[src/rtl/chip_ctrl_pkg.sv]
package chip_ctrl_pkg;

  //////////////////////////////
  // tag stream format
  //////////////////////////////

  // client id field sent lsb first
  localparam int tag_id_width = 6;

  // length field holds payload length minus one
  localparam int tag_len_width = 4;

  // widest payload carried by one packet
  localparam int tag_max_payload = 16;

  // one bit counter serves the id, length and payload fields
  localparam int tag_cnt_width = $clog2(tag_max_payload);

  typedef logic [tag_id_width-1:0]    tag_id_t;
  typedef logic [tag_len_width-1:0]   tag_len_t;
  typedef logic [tag_max_payload-1:0] tag_payload_t;
  typedef logic [tag_cnt_width-1:0]   tag_cnt_t;

  //////////////////////////////
  // core control client
  //////////////////////////////

  localparam int core_did_width = 5;
  localparam int core_client_id = 0;

  // reset sits above did
  typedef struct packed {
    logic                      reset;
    logic [core_did_width-1:0] did;
  } core_tag_payload_t;

  //////////////////////////////
  // dram controller config
  //////////////////////////////

  localparam int dmc_cfg_bytes = 13;

  // byte k answers to client dmc_cfg_base_id + k
  localparam int dmc_cfg_base_id = 1;

  typedef logic [7:0] dmc_cfg_byte_t;

  typedef struct packed {
    logic [15:0] trefi;
    logic [3:0]  tmrd;
    logic [3:0]  trfc;
    logic [3:0]  trc;
    logic [3:0]  trp;
    logic [3:0]  tras;
    logic [3:0]  trrd;
    logic [3:0]  trcd;
    logic [3:0]  twr;
    logic [3:0]  twtr;
    logic [3:0]  trtp;
    logic [3:0]  tcas;
    logic [2:0]  dqs_sel_cal;
    logic [3:0]  col_width;
    logic [3:0]  row_width;
    logic [1:0]  bank_width;
    logic [5:0]  bank_pos;
    logic [15:0] init_cycles;
  } dmc_timing_t;

endpackage
[src/rtl/chip_ctrl_top.sv]
`timescale 1ns/1ps

module chip_ctrl_top (
  input  logic                                      clk_i,
  input  logic                                      arst_n_i,
  input  logic                                      tag_data_i,
  input  logic                                      tag_en_i,
  output logic                                      core_reset_o,
  output logic [chip_ctrl_pkg::core_did_width-1:0]  core_did_o,
  output logic                                      core_cfg_new_o,
  output chip_ctrl_pkg::dmc_timing_t                dmc_timing_o,
  output logic                                      dmc_sys_reset_o,
  output logic                                      cfg_ready_o
);

  import chip_ctrl_pkg::*;

  // broadcast from the master
  logic                              tag_v;
  tag_id_t                           tag_id;
  logic                              tag_data_not_reset;
  tag_payload_t                      tag_payload;

  core_tag_payload_t                 core_data;
  dmc_cfg_byte_t [dmc_cfg_bytes-1:0] cfg_bytes;
  logic [dmc_cfg_bytes-1:0]          cfg_written;

  //////////////////////////////
  // tag network
  //////////////////////////////

  tag_master i_tag_master (
    .clk_i               (clk_i),
    .arst_n_i            (arst_n_i),
    .tag_data_i          (tag_data_i),
    .tag_en_i            (tag_en_i),
    .tag_v_o             (tag_v),
    .tag_id_o            (tag_id),
    .tag_data_not_reset_o(tag_data_not_reset),
    .tag_payload_o       (tag_payload)
  );

  tag_client #(
    .client_id_p(core_client_id),
    .payload_t  (core_tag_payload_t)
  ) i_core_client (
    .clk_i               (clk_i),
    .arst_n_i            (arst_n_i),
    .tag_v_i             (tag_v),
    .tag_id_i            (tag_id),
    .tag_data_not_reset_i(tag_data_not_reset),
    .tag_payload_i       (tag_payload),
    .data_r_o            (core_data),
    .new_r_o             (core_cfg_new_o)
  );

  assign core_reset_o = core_data.reset;
  assign core_did_o   = core_data.did;

  //////////////////////////////
  // dram controller config
  //////////////////////////////

  dmc_cfg_bank i_dmc_cfg_bank (
    .clk_i               (clk_i),
    .arst_n_i            (arst_n_i),
    .tag_v_i             (tag_v),
    .tag_id_i            (tag_id),
    .tag_data_not_reset_i(tag_data_not_reset),
    .tag_payload_i       (tag_payload),
    .cfg_bytes_o         (cfg_bytes),
    .written_o           (cfg_written)
  );

  dmc_param_assembler i_dmc_param_assembler (
    .clk_i          (clk_i),
    .arst_n_i       (arst_n_i),
    .cfg_bytes_i    (cfg_bytes),
    .written_i      (cfg_written),
    .core_reset_i   (core_data.reset),
    .dmc_timing_o   (dmc_timing_o),
    .dmc_sys_reset_o(dmc_sys_reset_o),
    .cfg_ready_o    (cfg_ready_o)
  );

endmodule

[src/rtl/dmc_param_assembler.sv]
`timescale 1ns/1ps

module dmc_param_assembler (
  input  logic                                                      clk_i,
  input  logic                                                      arst_n_i,
  input  chip_ctrl_pkg::dmc_cfg_byte_t [chip_ctrl_pkg::dmc_cfg_bytes-1:0] cfg_bytes_i,
  input  logic [chip_ctrl_pkg::dmc_cfg_bytes-1:0]                   written_i,
  input  logic                                                      core_reset_i,
  output chip_ctrl_pkg::dmc_timing_t                                dmc_timing_o,
  output logic                                                      dmc_sys_reset_o,
  output logic                                                      cfg_ready_o
);

  import chip_ctrl_pkg::*;

  dmc_timing_t timing_n;
  logic        sys_reset_n;
  logic        ready_n;

  //////////////////////////////
  // byte to field map
  //////////////////////////////

  always_comb begin
    timing_n.trefi       = {cfg_bytes_i[1], cfg_bytes_i[0]};
    timing_n.tmrd        = cfg_bytes_i[2][3:0];
    timing_n.trfc        = cfg_bytes_i[2][7:4];
    timing_n.trc         = cfg_bytes_i[3][3:0];
    timing_n.trp         = cfg_bytes_i[3][7:4];
    timing_n.tras        = cfg_bytes_i[4][3:0];
    timing_n.trrd        = cfg_bytes_i[4][7:4];
    timing_n.trcd        = cfg_bytes_i[5][3:0];
    timing_n.twr         = cfg_bytes_i[5][7:4];
    timing_n.twtr        = cfg_bytes_i[6][3:0];
    timing_n.trtp        = cfg_bytes_i[6][7:4];
    timing_n.tcas        = cfg_bytes_i[7][3:0];
    // bit 7 of byte 7 is spare
    timing_n.dqs_sel_cal = cfg_bytes_i[7][6:4];
    timing_n.col_width   = cfg_bytes_i[8][3:0];
    timing_n.row_width   = cfg_bytes_i[8][7:4];
    timing_n.bank_width  = cfg_bytes_i[9][1:0];
    timing_n.bank_pos    = cfg_bytes_i[9][7:2];
    timing_n.init_cycles = {cfg_bytes_i[11], cfg_bytes_i[10]};
  end

  assign sys_reset_n = cfg_bytes_i[12][0];

  // every byte seen and the core out of reset
  assign ready_n = (&written_i) && !core_reset_i;

  always_ff @(posedge clk_i or negedge arst_n_i) begin
    if (!arst_n_i) begin
      dmc_timing_o    <= '0;
      dmc_sys_reset_o <= 1'b0;
      cfg_ready_o     <= 1'b0;
    end else begin
      dmc_timing_o    <= timing_n;
      dmc_sys_reset_o <= sys_reset_n;
      cfg_ready_o     <= ready_n;
    end
  end

endmodule

[src/rtl/dmc_cfg_bank.sv]
`timescale 1ns/1ps

module dmc_cfg_bank (
  input  logic                                                      clk_i,
  input  logic                                                      arst_n_i,
  input  logic                                                      tag_v_i,
  input  chip_ctrl_pkg::tag_id_t                                    tag_id_i,
  input  logic                                                      tag_data_not_reset_i,
  input  chip_ctrl_pkg::tag_payload_t                               tag_payload_i,
  output chip_ctrl_pkg::dmc_cfg_byte_t [chip_ctrl_pkg::dmc_cfg_bytes-1:0] cfg_bytes_o,
  output logic [chip_ctrl_pkg::dmc_cfg_bytes-1:0]                   written_o
);

  import chip_ctrl_pkg::*;

  logic [dmc_cfg_bytes-1:0] new_w;
  logic [dmc_cfg_bytes-1:0] written_r;

  //////////////////////////////
  // one client per byte
  //////////////////////////////

  for (genvar k = 0; k < dmc_cfg_bytes; k++) begin : g_byte
    tag_client #(
      .client_id_p(dmc_cfg_base_id + k),
      .payload_t  (dmc_cfg_byte_t)
    ) i_tag_client (
      .clk_i               (clk_i),
      .arst_n_i            (arst_n_i),
      .tag_v_i             (tag_v_i),
      .tag_id_i            (tag_id_i),
      .tag_data_not_reset_i(tag_data_not_reset_i),
      .tag_payload_i       (tag_payload_i),
      .data_r_o            (cfg_bytes_o[k]),
      .new_r_o             (new_w[k])
    );
  end

  // reset packets also set the sticky mask
  always_ff @(posedge clk_i or negedge arst_n_i) begin
    if (!arst_n_i) begin
      written_r <= '0;
    end else begin
      written_r <= written_r | new_w;
    end
  end

  assign written_o = written_r;

endmodule

[src/rtl/tag_client.sv]
`timescale 1ns/1ps

module tag_client #(
  parameter int  client_id_p = 0,
  parameter type payload_t   = chip_ctrl_pkg::dmc_cfg_byte_t
) (
  input  logic                        clk_i,
  input  logic                        arst_n_i,
  input  logic                        tag_v_i,
  input  chip_ctrl_pkg::tag_id_t      tag_id_i,
  input  logic                        tag_data_not_reset_i,
  input  chip_ctrl_pkg::tag_payload_t tag_payload_i,
  output payload_t                    data_r_o,
  output logic                        new_r_o
);

  import chip_ctrl_pkg::*;

  localparam int width_lp = $bits(payload_t);

  logic     hit;
  payload_t load_val;

  assign hit = tag_v_i && (tag_id_i == tag_id_t'(client_id_p));

  // reset packets load the all zero default
  assign load_val = tag_data_not_reset_i ? payload_t'(tag_payload_i[width_lp-1:0]) : '0;

  always_ff @(posedge clk_i or negedge arst_n_i) begin
    if (!arst_n_i) begin
      data_r_o <= '0;
      new_r_o  <= 1'b0;
    end else begin
      new_r_o <= hit;
      if (hit) begin
        data_r_o <= load_val;
      end
    end
  end

endmodule

[src/rtl/tag_master.sv]
`timescale 1ns/1ps

module tag_master (
  input  logic                        clk_i,
  input  logic                        arst_n_i,
  input  logic                        tag_data_i,
  input  logic                        tag_en_i,
  output logic                        tag_v_o,
  output chip_ctrl_pkg::tag_id_t      tag_id_o,
  output logic                        tag_data_not_reset_o,
  output chip_ctrl_pkg::tag_payload_t tag_payload_o
);

  import chip_ctrl_pkg::*;

  typedef enum logic [2:0] {
    st_idle,
    st_id,
    st_flag,
    st_len,
    st_data
  } state_e;

  state_e       state_r;
  tag_cnt_t     cnt_r;
  logic         tag_v_r;

  // header and payload being assembled
  tag_id_t      id_r;
  logic         data_not_reset_r;
  tag_len_t     len_r;
  tag_payload_t payload_r;
  tag_payload_t payload_n;

  // fields of the last complete packet
  tag_id_t      tag_id_r;
  logic         tag_data_not_reset_r;
  tag_payload_t tag_payload_r;

  logic         last_id;
  logic         last_len;
  logic         last_data;

  assign last_id   = (cnt_r == tag_cnt_t'(tag_id_width - 1));
  assign last_len  = (cnt_r == tag_cnt_t'(tag_len_width - 1));
  assign last_data = (cnt_r == tag_cnt_t'(len_r));

  // payload with the bit sampled this cycle folded in
  always_comb begin
    payload_n = payload_r;
    payload_n[cnt_r] = tag_data_i;
  end

  //////////////////////////////
  // packet fsm
  //////////////////////////////

  always_ff @(posedge clk_i or negedge arst_n_i) begin
    if (!arst_n_i) begin
      state_r <= st_idle;
      cnt_r   <= '0;
      tag_v_r <= 1'b0;
    end else begin
      tag_v_r <= 1'b0;
      // a low enable holds every field where it is
      if (tag_en_i) begin
        case (state_r)
          st_idle: begin
            // zeros between packets are ignored
            if (tag_data_i) begin
              state_r <= st_id;
              cnt_r   <= '0;
            end
          end
          st_id: begin
            if (last_id) begin
              state_r <= st_flag;
              cnt_r   <= '0;
            end else begin
              cnt_r <= cnt_r + 1'b1;
            end
          end
          st_flag: begin
            state_r <= st_len;
          end
          st_len: begin
            if (last_len) begin
              state_r <= st_data;
              cnt_r   <= '0;
            end else begin
              cnt_r <= cnt_r + 1'b1;
            end
          end
          st_data: begin
            if (last_data) begin
              state_r <= st_idle;
              tag_v_r <= 1'b1;
            end else begin
              cnt_r <= cnt_r + 1'b1;
            end
          end
          default: begin
            state_r <= st_idle;
          end
        endcase
      end
    end
  end

  //////////////////////////////
  // field shifters
  //////////////////////////////

  always_ff @(posedge clk_i) begin
    if (tag_en_i) begin
      case (state_r)
        st_idle: begin
          payload_r <= '0;
        end
        st_id: begin
          id_r <= {tag_data_i, id_r[tag_id_width-1:1]};
        end
        st_flag: begin
          data_not_reset_r <= tag_data_i;
        end
        st_len: begin
          len_r <= {tag_data_i, len_r[tag_len_width-1:1]};
        end
        st_data: begin
          payload_r <= payload_n;
          if (last_data) begin
            tag_id_r             <= id_r;
            tag_data_not_reset_r <= data_not_reset_r;
            tag_payload_r        <= payload_n;
          end
        end
        default: begin
          payload_r <= '0;
        end
      endcase
    end
  end

  assign tag_v_o              = tag_v_r;
  assign tag_id_o             = tag_id_r;
  assign tag_data_not_reset_o = tag_data_not_reset_r;
  assign tag_payload_o        = tag_payload_r;

endmodule

[config.mk]
export PLATFORM = sky130hd
export DESIGN_NAME = chip_ctrl_top
export DESIGN_NICKNAME = d
export VERILOG_FILES = /design/src/rtl/chip_ctrl_pkg.sv /design/src/rtl/chip_ctrl_top.sv /design/src/rtl/dmc_param_assembler.sv /design/src/rtl/dmc_cfg_bank.sv /design/src/rtl/tag_client.sv /design/src/rtl/tag_master.sv
export SDC_FILE = /design/constraint.sdc
export NUM_CORES = 1
export LEC_CHECK = 0
export BUFFER_PORTS_ARGS = -buffer_cell sky130_fd_sc_hd__buf_2
export CAP_MARGIN = 25
export CORE_ASPECT_RATIO = 1.1
export CORE_MARGIN = 2
export CORE_UTILIZATION = 55
export CTS_BUF_LIST = sky130_fd_sc_hd__clkbuf_4 sky130_fd_sc_hd__clkbuf_8 sky130_fd_sc_hd__clkbuf_16
export DETAILED_ROUTE_END_ITERATION = 8
export GPL_TIMING_DRIVEN = 1
export PLACE_DENSITY_LB_ADDON = 0.2
export SLEW_MARGIN = 15
export SYNTH_ARGS = -nofsm -noshare
export SYNTH_HDL_FRONTEND = slang
export SYNTH_HIERARCHICAL = 1
export SYNTH_SLANG_ARGS = --single-unit
[constraint.sdc]
create_clock -name clk_i -period 2.2 [get_ports clk_i]
set_clock_uncertainty 0.05 [all_clocks]
set_input_delay 0.44 -clock clk_i [delete_from_list [all_inputs] [get_ports clk_i]]
set_output_delay 0.44 -clock clk_i [all_outputs]
set_load 0.05 [all_outputs]
======== Yosys cells after proc, flatten, opt, wreduce, memory -nomap -nowiden ========
Cells that the tools add are included.
cells by class
  add/subtract/negate cells ............... 1
  multipliers ............................. 0
  div/mod/pow operators ................... 0
  magnitude comparators ................... 2
  eq/ne operators ......................... 25
  shift operators ......................... 0
  multiplexer cells ....................... 19
  bitwise operators ....................... 2
  reductions and logical operators ........ 29
operator list
  operator               count
  $eq A6 B4 Y1 const B   6
  $pmux W16 S2           1
  $eq A6 B3 Y1 const B   4
  $bwmux W16             1
  $logic_and A1 B1 Y1    16
  $mux W4                4
  $pmux W4 S4            1
  $pmux W3 S5            1
  $or A13 B13 Y13        1
  $reduce_and A13 Y1     1
  $eq A6 B2 Y1 const B   2
  $mux W3                4
  $mux W8                1
  $reduce_and A2 Y1      4
  $eq A3 B2 Y1 const B   2
  $eq A6 B1 Y1 const B   1
  $logic_not A6 Y1       1
  $mux W6                1
  $ne A2 B1 Y1 const B   3
  $lt A4 B5 Y1 const B   1
  $reduce_and A5 Y1      1
  $add A4 B1 Y4 const B  1
  $demux W1 S4           1
  $eq A4 B2 Y1 const B   1
  other kinds (14)       18
word-level totals
  flip-flop bits (word level) ............. 276
  bits in latches ......................... 0
  bits in writable memories ............... 0
  ROM bits ................................ 0
  bits of input ports ..................... 4
  memories kept ........................... 0

======== Longest topological paths before layout ========
  word-level depth ........................ 6
  mapped depth ............................ 6

======== Modules after synthesis ========
The synthesis kept the hierarchy.
modules (own cells, without submodules)
  module                                                   times used  cells each  area each (um^2)  sequential area each (um^2)
  tag_master                                               1           180         2,622.5           1,701.6
  dmc_param_assembler                                      1           102         2,464.9           2,427.3
  tag_client (i_dmc_cfg_bank.g_byte[4].i_tag_client ...)   4           38          415.4             225.2
  tag_client (i_dmc_cfg_bank.g_byte[10].i_tag_client ...)  3           38          405.4             225.2
  tag_client (i_dmc_cfg_bank.g_byte[0].i_tag_client ...)   2           38          420.4             225.2
  tag_client (i_dmc_cfg_bank.g_byte[3].i_tag_client ...)   2           38          412.9             225.2
  dmc_cfg_bank                                             1           26          406.6             325.3
  tag_client (i_dmc_cfg_bank.g_byte[11].i_tag_client)      1           39          405.4             225.2
  tag_client (i_dmc_cfg_bank.g_byte[2].i_tag_client)       1           38          404.1             225.2
  tag_client (i_core_client)                               1           29          324.1             175.2

======== Worst setup path before layout ========
OpenSTA, ideal clock, no wires.
  kind .................................... reg2reg
  start ................................... reg i_tag_master.tag_id_r[2] (netlist: i_tag_master/tag_id_o[2])
  end ..................................... reg i_dmc_cfg_bank/g_byte[2].i_tag_client/data_r_o[0] in the netlist's numbering
  setup time .............................. 0.079 ns
  data arrival time ....................... 1.754 ns
  data required time ...................... 2.071 ns
  setup slack ............................. 0.316 ns
  cell stages (with the launch flop) ...... 5
  path buffers ............................ 1
  clock period less this slack ............ 1.884 ns
  cell sequence ........................... edfxtp_1 > or4b_1 > nor3_2 > buf_6 > mux2i_1
on the way
  cells in the longest elaborated chain, start to end .. 2
ends and longest elaborated chain
  what                                           line               source
  from (decl)                                    tag_master.sv:36   tag_id_t tag_id_r;
  from (signal assigned)                         tag_master.sv:132  tag_id_r <= id_r;
  $eq A6 B2 Y1                                   tag_client.sv:24   assign hit = tag_v_i && (tag_id_i == tag_id_t'(client_id_p));
  $logic_and A1 B1 Y1                            tag_client.sv:24
  net i_dmc_cfg_bank.g_byte[2].i_tag_client.hit  tag_client.sv:21   logic hit;
  to (signal assigned)                           tag_client.sv:36   data_r_o <= load_val;
  to (decl)                                      tag_client.sv:13   output payload_t data_r_o,
The timed path passes the listed nets, and every way through them passes these cells.
A chain may end at the register's enable or synchronous reset.

======== Worst setup path after layout ========
  start ................................... reg i_tag_master.state_r[1]
  end ..................................... reg i_tag_master.tag_id_r[2] (netlist: i_tag_master/tag_id_o[2]), enable pin
on the way
  cells in the longest elaborated chain, start to end .. 2
ends and longest elaborated chain
  what                                line               source
  from (decl)                         tag_master.sv:24   state_e state_r;
  from (signal assigned)              tag_master.sv:60   state_r <= st_idle;
  from (signal assigned)              tag_master.sv:71   state_r <= st_id;
  from (signal assigned)              tag_master.sv:77   state_r <= st_flag;
  $eq A3 B3 Y1                        tag_master.sv:116  case (state_r)
  $reduce_and A3 Y1 (no source line)  --
No other way between the ends.

==> results_dict.tcl <==
set metrics [dict create \
    post-route-util_pct 64.8 \
    critPathKind "flop to flop" \
    start_util_pct 55.6 \
    wire_per_inst_um 17.2 \
    die-area_um2 19600 \
    cts_tree "done" \
    slowest_stage "dfrtp_1" \
    clockRootBuffer "clkbuf_16" \
    place_congestion 0.906 \
    cts_resized 0 \
    worst_pin_slew_ns 0.854 \
    core_um2 18300 \
    cp_data_required_time_ns 2.32 \
    timing.rr.end "i_tag_master/tag_id_o[2]" \
    drive_gt1_share_pct 24.4 \
    cp.arrival_ns 2.05 \
    dp_hpwl_mm 12.4 \
    overflow 0 \
    peakVddDrop_v 0.000581 \
    drt_iter0_markers 318 \
    syn2layout_area_growth_pct 16.5 \
    clkLatencyLatePin_ns 0.51 \
    hold_violations 0 \
    cp-end-kind "flop" \
    powerDensity_nw_per_um2 854 \
    ant_nets 0 \
    fp.dieW_um 134 \
    rr_worst_depth 3 \
    die_y_um 147 \
    grt_use_total_pct 20.9 \
    r2r_setup_slack_ns 0.27 \
    rsz0062_at_grt "false" \
    cts_htree_levels 1 \
    cp_num_buf_inv 0 \
    power_w 0.0101 \
    tns_ns 0 \
    leakage_nw 6.49 \
    fin_cells 1146 \
    vias 5776 \
    finalCriticalPeriod_ns 1.93 \
    synth.cell_area_um2 10200 \
    final-setup-viol-count 0 \
    grt_pass1_wl_mm 32.5 \
    outcome "complete, no violations" \
    antenna_found_initial 0 \
    slowest_delay_ns 0.49 \
    cts_buffer_depth 3 \
    fin_nets 894 \
    place_inst 1101 \
    r2r_start "i_tag_master/state_r[1]" \
    hp-class "input pin to flop" \
    start_kind "flop" \
    yosys_warnings 6 \
    fp-row-count 52 \
    max_freq_mhz 518 \
    port_buffers 107 \
    cp.depth 3 \
    drv_slew 0 \
    clk_pin_slew_ns 0.06 \
    grt_pass1_vias 6269 \
    hold_path_end "i_tag_master/len_r[3]" \
    path_cells "nor2_2, and2_1, and3_2" \
    syn_avg_cell_area_um2 13.4 \
    io_pins 108 \
    period_share_pct 87.8 \
    holdPathStages 1 \
    cts_sinks 268 \
    synthCells 759 \
    critPathMaxFanout 15 \
    cap_viol_max_count 0 \
    synth_nets 767 \
    placed_area_um2 11000 \
    drt-total-wl_mm 19.7 \
    relSlewSlack_pct 43.1 \
    viasPerCell 5.04 \
    n_antenna_cell 0 \
    final_cell_area_um2 11800 \
    grt_max_degree 62 \
    cts_buffers 25 \
    crit_family "simple AND/OR/NAND/NOR gates" \
    first_pass_iters 5 \
    drc_errors 0 \
    holdCritStartpoint "tag_data_i" \
]
[metrics by stage]
stage	worst slack (ns)	hold WS (ns)
5_1_grt	0.115	0.242
3_3_place_gp	0.384	0.309
2_1_floorplan	0.316	0.0944
6_report	0.268	0.265
4_1_cts	0.285	0.236
3_5_place_dp	0.308	0.308
[layout make-up]
type | instances | area [um2]
clock buffers | 35 | 732
clock inverters | 9 | 66.3
fillers | 1375 | 6440
inverters | 120 | 450
multi-input cells | 344 | 2680
flip-flops and latches | 268 | 6880
well taps | 243 | 304
repair buffers | 127 | 736
[worst max path at each step]
stage / from / endpoint / slack [ns]
5_1_grt: i_tag_master/state_r[0] / i_tag_master/tag_id_o[2] / 0.12
4_1_cts: i_tag_master/state_r[1] / i_tag_master/tag_id_o[2] / 0.29
6_report: i_tag_master/state_r[1] / i_tag_master/tag_id_o[2] / 0.27
3_3_place_gp: i_tag_master/cnt_r[2] / i_tag_master/tag_payload_o[0] / 0.38
2_1_floorplan: i_tag_master/tag_id_o[2] / flop / 0.32
3_5_place_dp: i_tag_master/state_r[1] / i_tag_master/tag_id_o[0] / 0.31
[where the power goes]
group | internal (W) | switching, W | leakage, nW
combinational | 0.000269 | 0.000440 | 2.51
clock | 0.00242 | 0.00171 | 0.405
sequential | 0.00513 | 0.000138 | 3.57
[flip-flops by register name, summed over array words and instances, names as in the netlist, 3 cells and up]
name,flops
i_dmc_cfg_bank/g_byte.i_tag_client/new_r_o,13
i_dmc_cfg_bank/g_byte.i_tag_client/data_r_o,96
i_tag_master/state_r,3
i_tag_master/tag_id_o,6
i_tag_master/len_r,4
i_tag_master/tag_payload_o,8
i_tag_master/payload_r,8
i_dmc_cfg_bank/written_o,13
i_tag_master/id_r,6
i_tag_master/cnt_r,4
i_dmc_param_assembler/dmc_timing_o,95
i_core_client/data_r_o,6
[cells in the final DEF, fill, tap and decap left out, types with 9 or more instances in the layout]
cell type and n:
and2_1 9, buf_2 106, buf_4 16, clkbuf_16 25, dfrtp_1 234, edfxtp_1 34
inv_1 120, mux2i_1 103, nand2_1 114, nand2_4 9, or2_1 13
[what timing repair did]
action	in CTS	in global routing
buffers inserted	0	0
endpoints found under the hold margin	53	0
hold buffers	1	0
[routing by layer]
layer,part of all wire [%],track usage [%],vias up
li1,-,-,2687
met1,41,26.7,2914
met2,52,36.5,135
met3,4.3,3.23,40
met4,2.5,7.39,0
met5,0,0,-
No activity file was read; power rests on OpenSTA's default activity.
